### src/execCluster_defs.svh
`ifndef EXEC_CLUSTER_DEFS_SVH
`define EXEC_CLUSTER_DEFS_SVH

// datapath widths
`define ADDR_W   32
`define DATA_W   32

// rename tag width, 16 rob slots
`define NICK_W   4

// reservation station entries, 2 or more
`define RS_DEPTH 4

`endif

### src/rvOpPkg.sv
package rvOpPkg;

    // one code per supported rv32i integer instruction
    typedef enum logic [4:0] {
        LUI,
        AUIPC,
        JAL,
        JALR,
        BEQ,
        BNE,
        BLT,
        BGE,
        BLTU,
        BGEU,
        ADDI,
        SLTI,
        SLTIU,
        XORI,
        ORI,
        ANDI,
        SLLI,
        SRLI,
        SRAI,
        ADD,
        SUB,
        SLL,
        SLT,
        SLTU,
        XOR,
        SRL,
        SRA,
        OR,
        AND
    } aluOp_e;

    // redirect flag toward the rob
    typedef enum logic {
        NotJump = 1'b0,
        Jump    = 1'b1
    } jumpFlag_e;

endpackage
### src/rsPkg.sv
`include "execCluster_defs.svh"

package rsPkg;

    // tag view, producer nick in the low bits
    typedef struct packed {
        logic [`DATA_W-`NICK_W-1:0] upper;  // zero
        logic [`NICK_W-1:0]         nick;
    } opndTag_s;

    // meaning follows the companion ready bit
    typedef union packed {
        logic [`DATA_W-1:0] data;
        opndTag_s           tag;
    } operand_u;

    typedef struct packed {
        logic                busy;
        rvOpPkg::aluOp_e     op;
        logic [`ADDR_W-1:0]  pc;
        logic [`DATA_W-1:0]  imm;
        logic [`NICK_W-1:0]  nick;     // destination
        logic                rs1Ready;
        operand_u            rs1;
        logic                rs2Ready;
        operand_u            rs2;
    } rsEntry_s;

endpackage

### src/aluExecute.sv
`include "execCluster_defs.svh"

module aluExecute (
    input  logic                 clk,
    input  logic                 rst,
    input  logic                 rdy,
    input  logic                 issueEn,
    input  rvOpPkg::aluOp_e      issueOp,
    input  logic [`ADDR_W-1:0]   issuePc,
    input  logic [`DATA_W-1:0]   issueImm,
    input  logic [`NICK_W-1:0]   issueNick,
    input  logic [`DATA_W-1:0]   issueRs1,
    input  logic [`DATA_W-1:0]   issueRs2,
    // cdb
    output logic                 exEn,
    output logic [`NICK_W-1:0]   exNick,
    output logic [`DATA_W-1:0]   exData,
    output rvOpPkg::jumpFlag_e   exJump,   // rob only
    output logic [`ADDR_W-1:0]   exJumpPc  // rob only
);

    logic [`DATA_W-1:0]  resData;
    rvOpPkg::jumpFlag_e  resJump;
    logic [`ADDR_W-1:0]  resTarget;
    logic [`ADDR_W-1:0]  pcPlusImm;
    logic [`ADDR_W-1:0]  linkPc;
    logic [`DATA_W-1:0]  jalrSum;
    logic [4:0]          immShamt;
    logic [4:0]          regShamt;

    function automatic rvOpPkg::jumpFlag_e takeIf(input logic cond);
        return cond ? rvOpPkg::Jump : rvOpPkg::NotJump;
    endfunction

    assign pcPlusImm = issuePc + issueImm;
    assign linkPc    = issuePc + 4;
    assign jalrSum   = issueRs1 + issueImm;
    assign immShamt  = issueImm[4:0];
    assign regShamt  = issueRs2[4:0];

    // ----------------------------------------
    // decode
    always_comb begin
        resData   = '0;
        resJump   = rvOpPkg::NotJump;
        resTarget = pcPlusImm;  // branches and jal
        case (issueOp)
            rvOpPkg::LUI:   resData = issueImm;
            rvOpPkg::AUIPC: resData = pcPlusImm;
            rvOpPkg::JAL: begin
                resData = linkPc;
                resJump = rvOpPkg::Jump;
            end
            rvOpPkg::JALR: begin
                resData   = linkPc;
                resJump   = rvOpPkg::Jump;
                resTarget = {jalrSum[`ADDR_W-1:1], 1'b0};
            end
            rvOpPkg::BEQ:   resJump = takeIf(issueRs1 == issueRs2);
            rvOpPkg::BNE:   resJump = takeIf(issueRs1 != issueRs2);
            rvOpPkg::BLT:   resJump = takeIf($signed(issueRs1) < $signed(issueRs2));
            rvOpPkg::BGE:   resJump = takeIf($signed(issueRs1) >= $signed(issueRs2));
            rvOpPkg::BLTU:  resJump = takeIf(issueRs1 < issueRs2);
            rvOpPkg::BGEU:  resJump = takeIf(issueRs1 >= issueRs2);
            // immediate forms
            rvOpPkg::ADDI:  resData = jalrSum;
            rvOpPkg::SLTI:  resData = {{(`DATA_W-1){1'b0}}, $signed(issueRs1) < $signed(issueImm)};
            rvOpPkg::SLTIU: resData = {{(`DATA_W-1){1'b0}}, issueRs1 < issueImm};
            rvOpPkg::XORI:  resData = issueRs1 ^ issueImm;
            rvOpPkg::ORI:   resData = issueRs1 | issueImm;
            rvOpPkg::ANDI:  resData = issueRs1 & issueImm;
            rvOpPkg::SLLI:  resData = issueRs1 << immShamt;
            rvOpPkg::SRLI:  resData = issueRs1 >> immShamt;
            rvOpPkg::SRAI:  resData = $signed(issueRs1) >>> immShamt;
            // register forms
            rvOpPkg::ADD:   resData = issueRs1 + issueRs2;
            rvOpPkg::SUB:   resData = issueRs1 - issueRs2;
            rvOpPkg::SLL:   resData = issueRs1 << regShamt;
            rvOpPkg::SLT:   resData = {{(`DATA_W-1){1'b0}}, $signed(issueRs1) < $signed(issueRs2)};
            rvOpPkg::SLTU:  resData = {{(`DATA_W-1){1'b0}}, issueRs1 < issueRs2};
            rvOpPkg::XOR:   resData = issueRs1 ^ issueRs2;
            rvOpPkg::SRL:   resData = issueRs1 >> regShamt;
            rvOpPkg::SRA:   resData = $signed(issueRs1) >>> regShamt;
            rvOpPkg::OR:    resData = issueRs1 | issueRs2;
            rvOpPkg::AND:   resData = issueRs1 & issueRs2;
            default: ;
        endcase
    end

    // ----------------------------------------
    // result register
    always_ff @(posedge clk) begin
        if (rst) begin
            exEn <= 1'b0;
        end else if (rdy) begin
            exEn <= issueEn;  // one pulse per issue
        end
    end

    always_ff @(posedge clk) begin
        if (rdy && issueEn) begin
            exNick   <= issueNick;
            exData   <= resData;
            exJump   <= resJump;
            exJumpPc <= resTarget;
        end
    end

    exEnNotRepeated: assert property (@(posedge clk) disable iff (rst)
        rdy && exEn |=> !exEn || exNick != $past(exNick))
        else $error("cdb result repeated without a new issue");

endmodule

### src/execCluster.sv
`include "execCluster_defs.svh"

module execCluster (
    input  logic                 clk,
    input  logic                 rst,
    input  logic                 rdy,
    // dispatch
    input  logic                 dispatchEn,
    input  rvOpPkg::aluOp_e      dispatchOp,
    input  logic [`ADDR_W-1:0]   dispatchPc,
    input  logic [`DATA_W-1:0]   dispatchImm,
    input  logic [`NICK_W-1:0]   dispatchNick,
    input  logic                 rs1Ready,
    input  rsPkg::operand_u      rs1Opnd,
    input  logic                 rs2Ready,
    input  rsPkg::operand_u      rs2Opnd,
    output logic                 rsFull,
    // load buffer broadcast
    input  logic                 extCdbEn,
    input  logic [`NICK_W-1:0]   extCdbNick,
    input  logic [`DATA_W-1:0]   extCdbData,
    // cdb toward the rob
    output logic                 exEn,
    output logic [`NICK_W-1:0]   exNick,
    output logic [`DATA_W-1:0]   exData,
    output rvOpPkg::jumpFlag_e   exJump,
    output logic [`ADDR_W-1:0]   exJumpPc
);

    logic                issueEn;
    rvOpPkg::aluOp_e     issueOp;
    logic [`ADDR_W-1:0]  issuePc;
    logic [`DATA_W-1:0]  issueImm;
    logic [`NICK_W-1:0]  issueNick;
    logic [`DATA_W-1:0]  issueRs1;
    logic [`DATA_W-1:0]  issueRs2;

    reservationStation i_reservationStation (
        .clk(clk), .rst(rst), .rdy(rdy),
        .dispatchEn(dispatchEn), .dispatchOp(dispatchOp), .dispatchPc(dispatchPc),
        .dispatchImm(dispatchImm), .dispatchNick(dispatchNick),
        .rs1Ready(rs1Ready), .rs1Opnd(rs1Opnd), .rs2Ready(rs2Ready), .rs2Opnd(rs2Opnd),
        .cdbEn(exEn), .cdbNick(exNick), .cdbData(exData),  // own results loop back
        .extCdbEn(extCdbEn), .extCdbNick(extCdbNick), .extCdbData(extCdbData),
        .rsFull(rsFull),
        .issueEn(issueEn), .issueOp(issueOp), .issuePc(issuePc), .issueImm(issueImm),
        .issueNick(issueNick), .issueRs1(issueRs1), .issueRs2(issueRs2)
    );

    aluExecute i_aluExecute (
        .clk(clk), .rst(rst), .rdy(rdy),
        .issueEn(issueEn), .issueOp(issueOp), .issuePc(issuePc), .issueImm(issueImm),
        .issueNick(issueNick), .issueRs1(issueRs1), .issueRs2(issueRs2),
        .exEn(exEn), .exNick(exNick), .exData(exData),
        .exJump(exJump), .exJumpPc(exJumpPc)
    );

endmodule

### src/reservationStation.sv
`include "execCluster_defs.svh"

module reservationStation (
    input  logic                 clk,
    input  logic                 rst,
    input  logic                 rdy,
    // dispatch
    input  logic                 dispatchEn,
    input  rvOpPkg::aluOp_e      dispatchOp,
    input  logic [`ADDR_W-1:0]   dispatchPc,
    input  logic [`DATA_W-1:0]   dispatchImm,
    input  logic [`NICK_W-1:0]   dispatchNick,
    input  logic                 rs1Ready,
    input  rsPkg::operand_u      rs1Opnd,
    input  logic                 rs2Ready,
    input  rsPkg::operand_u      rs2Opnd,
    // result buses
    input  logic                 cdbEn,
    input  logic [`NICK_W-1:0]   cdbNick,
    input  logic [`DATA_W-1:0]   cdbData,
    input  logic                 extCdbEn,
    input  logic [`NICK_W-1:0]   extCdbNick,
    input  logic [`DATA_W-1:0]   extCdbData,
    output logic                 rsFull,
    // to execute
    output logic                 issueEn,
    output rvOpPkg::aluOp_e      issueOp,
    output logic [`ADDR_W-1:0]   issuePc,
    output logic [`DATA_W-1:0]   issueImm,
    output logic [`NICK_W-1:0]   issueNick,
    output logic [`DATA_W-1:0]   issueRs1,
    output logic [`DATA_W-1:0]   issueRs2
);

    localparam int idxWidth = $clog2(`RS_DEPTH);

    rsPkg::rsEntry_s       entries [`RS_DEPTH];
    rsPkg::rsEntry_s       newEntry;
    logic [`RS_DEPTH-1:0]  busyVec;
    logic [idxWidth-1:0]   freeIdx;
    logic [idxWidth-1:0]   issueIdx;

    // tag hit on either bus
    function automatic logic cdbHit(input rsPkg::operand_u opnd);
        return (cdbEn && opnd.tag.nick == cdbNick) ||
               (extCdbEn && opnd.tag.nick == extCdbNick);
    endfunction

    // buses never carry the same nick together
    function automatic logic [`DATA_W-1:0] cdbValue(input rsPkg::operand_u opnd);
        return (cdbEn && opnd.tag.nick == cdbNick) ? cdbData : extCdbData;
    endfunction

    // ----------------------------------------
    // incoming entry captures a same-cycle broadcast
    always_comb begin
        newEntry.busy     = 1'b1;
        newEntry.op       = dispatchOp;
        newEntry.pc       = dispatchPc;
        newEntry.imm      = dispatchImm;
        newEntry.nick     = dispatchNick;
        newEntry.rs1Ready = rs1Ready;
        newEntry.rs1      = rs1Opnd;
        newEntry.rs2Ready = rs2Ready;
        newEntry.rs2      = rs2Opnd;
        if (!rs1Ready && cdbHit(rs1Opnd)) begin
            newEntry.rs1Ready = 1'b1;
            newEntry.rs1.data = cdbValue(rs1Opnd);
        end
        if (!rs2Ready && cdbHit(rs2Opnd)) begin
            newEntry.rs2Ready = 1'b1;
            newEntry.rs2.data = cdbValue(rs2Opnd);
        end
    end

    // ----------------------------------------
    // lowest free slot and lowest ready entry
    always_comb begin
        busyVec  = '0;
        freeIdx  = '0;
        issueEn  = 1'b0;
        issueIdx = '0;
        for (int i = `RS_DEPTH - 1; i >= 0; i--) begin  // downward so the lowest wins
            busyVec[i] = entries[i].busy;
            if (!entries[i].busy) begin
                freeIdx = idxWidth'(i);
            end else if (entries[i].rs1Ready && entries[i].rs2Ready) begin
                issueEn  = 1'b1;
                issueIdx = idxWidth'(i);
            end
        end
    end

    assign rsFull = &busyVec;

    assign issueOp   = entries[issueIdx].op;
    assign issuePc   = entries[issueIdx].pc;
    assign issueImm  = entries[issueIdx].imm;
    assign issueNick = entries[issueIdx].nick;
    assign issueRs1  = entries[issueIdx].rs1.data;
    assign issueRs2  = entries[issueIdx].rs2.data;

    // ----------------------------------------
    // wakeup, free on issue, write on dispatch
    always_ff @(posedge clk) begin
        if (rst) begin
            for (int i = 0; i < `RS_DEPTH; i++) begin
                entries[i].busy <= 1'b0;
            end
        end else if (rdy) begin
            for (int i = 0; i < `RS_DEPTH; i++) begin
                if (entries[i].busy) begin
                    if (!entries[i].rs1Ready && cdbHit(entries[i].rs1)) begin
                        entries[i].rs1Ready <= 1'b1;
                        entries[i].rs1.data <= cdbValue(entries[i].rs1);
                    end
                    if (!entries[i].rs2Ready && cdbHit(entries[i].rs2)) begin
                        entries[i].rs2Ready <= 1'b1;
                        entries[i].rs2.data <= cdbValue(entries[i].rs2);
                    end
                end
            end
            if (issueEn) begin
                entries[issueIdx].busy <= 1'b0;
            end
            if (dispatchEn && !rsFull) begin
                entries[freeIdx] <= newEntry;  // never the issuing slot
            end
        end
    end

    // ----------------------------------------
    dispatchNotFull: assert property (@(posedge clk) disable iff (rst)
        rdy && dispatchEn |-> !rsFull)
        else $error("dispatch while reservation station is full");

    issueFreesEntry: assert property (@(posedge clk) disable iff (rst)
        rdy && issueEn |=> !busyVec[$past(issueIdx)])
        else $error("issued entry still busy after its issue");

endmodule

### config.mk
export PLATFORM = sky130hd
export DESIGN_NAME = execCluster
export DESIGN_NICKNAME = d
export VERILOG_FILES = /design/src/rvOpPkg.sv /design/src/rsPkg.sv /design/src/aluExecute.sv /design/src/execCluster.sv /design/src/reservationStation.sv
export VERILOG_INCLUDE_DIRS = /design/src
export SDC_FILE = /design/constraint.sdc
export NUM_CORES = 2
export LEC_CHECK = 0
export BUFFER_PORTS_ARGS = -buffer_cell sky130_fd_sc_hd__buf_2
export CAP_MARGIN = 20
export CORE_UTILIZATION = 38
export CTS_BUF_LIST = sky130_fd_sc_hd__clkbuf_4 sky130_fd_sc_hd__clkbuf_8
export CTS_CLUSTER_DIAMETER = 30
export DETAILED_ROUTE_END_ITERATION = 8
export GPL_TIMING_DRIVEN = 0
export PLACE_DENSITY_LB_ADDON = 0.08
export SLEW_MARGIN = 20
export SYNTH_ARGS = -nofsm -noshare
export SYNTH_HDL_FRONTEND = slang
export SYNTH_SLANG_ARGS = --single-unit
### constraint.sdc
create_clock -name clk -period 14.21 [get_ports clk]
set_clock_uncertainty 0.15 [all_clocks]
set_input_delay 0.7105 -clock clk [delete_from_list [all_inputs] [get_ports clk]]
set_output_delay 0.7105 -clock clk [all_outputs]
set_load 0.1 [all_outputs]
==> run summary <==
Hold Crit Start -> rdy
Syn Nets -> 5556
Synth Area in XOR/XNOR -> 3.97%
Number of flops mapped to enable cells by yosys -> 625
Slowest stage delay, CP -> 1.06 ns
Internal -> 3.61 mW
Adder-cell area share of the yosys netlist -> 4.34%
Pleak -> 19.7 nW
Vias in the first global route -> 46800
DRT Wirelength -> 281 mm
Crit path from -> i_reservationStation.entries[1][65]$_SDFFCE_PN1P_
Largest area contributor in the netlist -> edfxtp_1
Share of layout cells above drive strength 1 -> 13.5%
Cell count after placement -> 7144
Cts bufs inserted -> 150
Crit Path Class -> reg2reg
Main synth FF type -> edfxtp_1
Post-layout worst setup margin -> 2.88 ns
Sequential Power Share -> 40.8%
Mapped Cells -> 5214
Compound-cell area share of the yosys netlist -> 26.0%
Yosys top cell area share -> 39.6%
Fin util -> 45.2%
Fraction of registers with async set/reset -> 0%
Sw Pwr -> 1.50 mW
RSZ-0062 raised after global routing -> false
Clock-pin slew on the worst setup and hold paths -> 0.06 ns
Largest net degree at the start of global routing -> 44
DR DRC count -> 0
Placement Cell Area -> 51900 µm²
Non-Filler Instances -> 7496
Drt first pass iters -> 7
P per Cell Area -> 91.4 nW/µm²
#FFs+latches synth -> 630
TNS Setup -> 0 ns
Hold Crit Class -> in2reg
Req. time, crit path -> 14.61 ns
Crit-path cells -> nand3_1 > clkbuf_1 > buf_2 > buf_2 > buf_2 > buf_1 > buf_1 > o21ai_0 > a21oi_1 > ha_1 > nor4b_1 > nor2b_1 > o21ai_0 > a21oi_1 > a211o_1 > a221oi_1 > o31ai_1 > a31oi_1 > and4_1 > nor4_1 > nand3_1
TritonCTS clock tree -> done
Mean Syn Cell Area -> 9.09 µm²
Root Buffer -> clkbuf_8
Max FO, Critical Path -> 10
# setup viols final -> 0
GPL Wtd Cong -> 1.10
Design area -> 55900 µm²
Fin. max-slew vios -> 0
Post-DRT Antenna Nets -> 0
Largest family of logic cells by synthesized area -> compound AO/OA/AOI/OAI gates
# H-tree levels -> 4
Post-synthesis mux area share -> 5.68%
Effective utilization at floorplan -> 38.3%
Max stage delay cell, worst path -> a21oi_1
Fin crit share -> 79.7%
# nets final -> 6079
Post-synth top cells -> edfxtp_1 (625), a21oi_1 (605), nor2_1 (426), nand2_1 (327), a211oi_1 (304)
Top cells by area, synth -> edfxtp_1 (40%), a21oi_1 (6.4%), mux2i_1 (5.0%)
CTS Sinks -> 630
Vias -> 49000
Worst slew pin tran -> 1.36 ns
GRT overflow -> 0
Final hold vios -> 0
Die Y -> 355 µm
Initial antenna violation count -> 16
Maximum vdd drop -> 0.0923 mV
Core area -> 124000 µm²
Top-count cell post-synth -> edfxtp_1
Simple-gate share of the synthesized area -> 15.0%
Fmax -> 0.0883 GHz
Comb power frac -> 15.3%
Slew HR -> 9.12%
Post-Syn Area -> 47400 µm²
Critical path's most frequent cell -> buf_2
WL per Instance -> 37.4 µm
Synth Warn # -> 0
Post-DP HPWL -> 225 mm
Yosys cell types -> 99
Switching Share -> 29.3%
Hold Slack -> 0.0875 ns
CP Capture Type -> register
Arr. time, crit path -> 11.73 ns
Clock power share -> 43.9%
Worst r2r src -> i_reservationStation.entries[1][65]$_SDFFCE_PN1P_
CTS max path bufs -> 3
Num rows -> 129
Min Tclk post-route -> 11.33 ns
Post-CTS Setup Inserts -> 0
Worst skew pair latency -> 0.93 ns
First-pass GRT wire length -> 381 mm
Starting DRT DRC Count -> 6947
Status -> finished, final reports clean
IO Pins -> 251
Via density -> 6.54
Pre-CTS worst setup slack -> 3.63 ns
Power Total -> 5.10 mW
Max_cap viols -> 0
Startpoint Class -> register
Sequential share of the synthesized area -> 39.8%
Die Area -> 126000 µm²
Port Buffer Count -> 213
Width of the die -> 355 µm
All-Layer GR Usage -> 43.5%
Area grow syn2layout -> 17.8%
## cell families (layout without fill, tap and decap cells)
kind of cell               count (synthesis)  count (layout)
muxes                                    261             261
and+or+nand+nor                         1461            1461
xor gates and xnor gates                 215             215
AOI/OAI and AO/OA                       1875            1875
DFF                                      630             630
adders and majority gates                162             162
buffers and inverters                    610            1247
other                                      0               8
## final timing paths
| check | endpoint | slack [ns] | cells after the start |
|---|---|---|---|
| min | i_reservationStation.entries[0][139]$_SDFFE_PP1P_ | 0.09 | 3 |
| min reg2reg | i_aluExecute.exNick[0]$_DFFE_PP_ | 0.38 | 2 |
| max | i_aluExecute.exData[0]$_DFFE_PP_ | 2.88 | 21 |
| max reg2reg | i_aluExecute.exData[0]$_DFFE_PP_ | 2.88 | 21 |
## critical path, delay by kind of cell, from the launching register on
| family | cells | cell delay [ns] |
|---|---|---|
| AO/OA/AOI/OAI | 8 | 3.85 |
| adder cells (fa/ha/maj) | 1 | 0.46 |
| buffers and inverters | 6 | 3.67 |
| flip-flops | 1 | 0.54 |
| AND/OR/NAND/NOR | 6 | 2.22 |
## power by group through the flow
stage | logic, mW | clock network (mW) | registers, mW
floorplan | 0.412 | 0 | 2.13
global placement | 0.712 | 0 | 2.12
detailed placement | 0.725 | 0 | 2.12
CTS | 0.746 | 2.26 | 2.08
global route | 0.810 | 2.34 | 2.08
finish | 0.779 | 2.24 | 2.08
## flip-flops by register name (all words and copies together) (netlist names)
name / count
i_reservationStation.entries: 560
i_aluExecute.exData: 32
i_aluExecute.exJumpPc: 32
i_aluExecute.exNick: 4
i_aluExecute.exEn: 1
i_aluExecute.exJump: 1
## cell usage in the layout (no fill, tap or decap), types with 29 or more instances in the layout
cell type and instances:
o31ai_1 30, nor2b_1 279, a221o_1 30, a221oi_1 40, buf_1 93, a211oi_1 302, nor2_1 424, clkbuf_8 151
nand4_1 29, dlygate4sd3_1 75, or3_1 31, inv_1 148, mux2i_1 235, xor2_1 93, buf_2 300, clkbuf_1 259
buf_6 33, clkinv_1 38, nor3_1 105, o21bai_1 32, nand3_1 101, o21ai_0 225, xnor2_1 122, a21oi_1 592
a31oi_1 35, buf_4 36, edfxtp_1 625, ha_1 158, o211ai_1 39, o22ai_1 112, o221ai_1 49, a22oi_1 73
nand2_1 327, a21o_1 29
## cell type report
class | instances | area (µm²)
flip-flops and latches | 630 | 18900
clock inverters | 98 | 911
well taps | 1637 | 2050
repair buffers | 371 | 2700
inverters | 158 | 593
clock buffers | 168 | 2210
fillers | 12400 | 67800
plain buffers | 452 | 1890
multi-input cells | 3974 | 26600
diodes | 8 | 20.0
## layer usage
| layer | wire length [µm] | GRT usage, % | vias to the layer above |
|---|---|---|---|
| met1 | 107000 | 54.0 | 24200 |
| met3 | 26600 | 8.73 | 780 |
| met4 | 23900 | 31.8 | 6 |
| met2 | 123000 | 67.2 | 3171 |
| li1 | - | - | 20900 |
| met5 | 31 | 0 | - |
## what timing repair did
action | in CTS | in global routing
hold buffers | 75 | 0
endpoints found under the hold margin | 300 | 0
gates resized for setup | 0 | 0
Note: power is estimated with default switching activity, not from simulation.
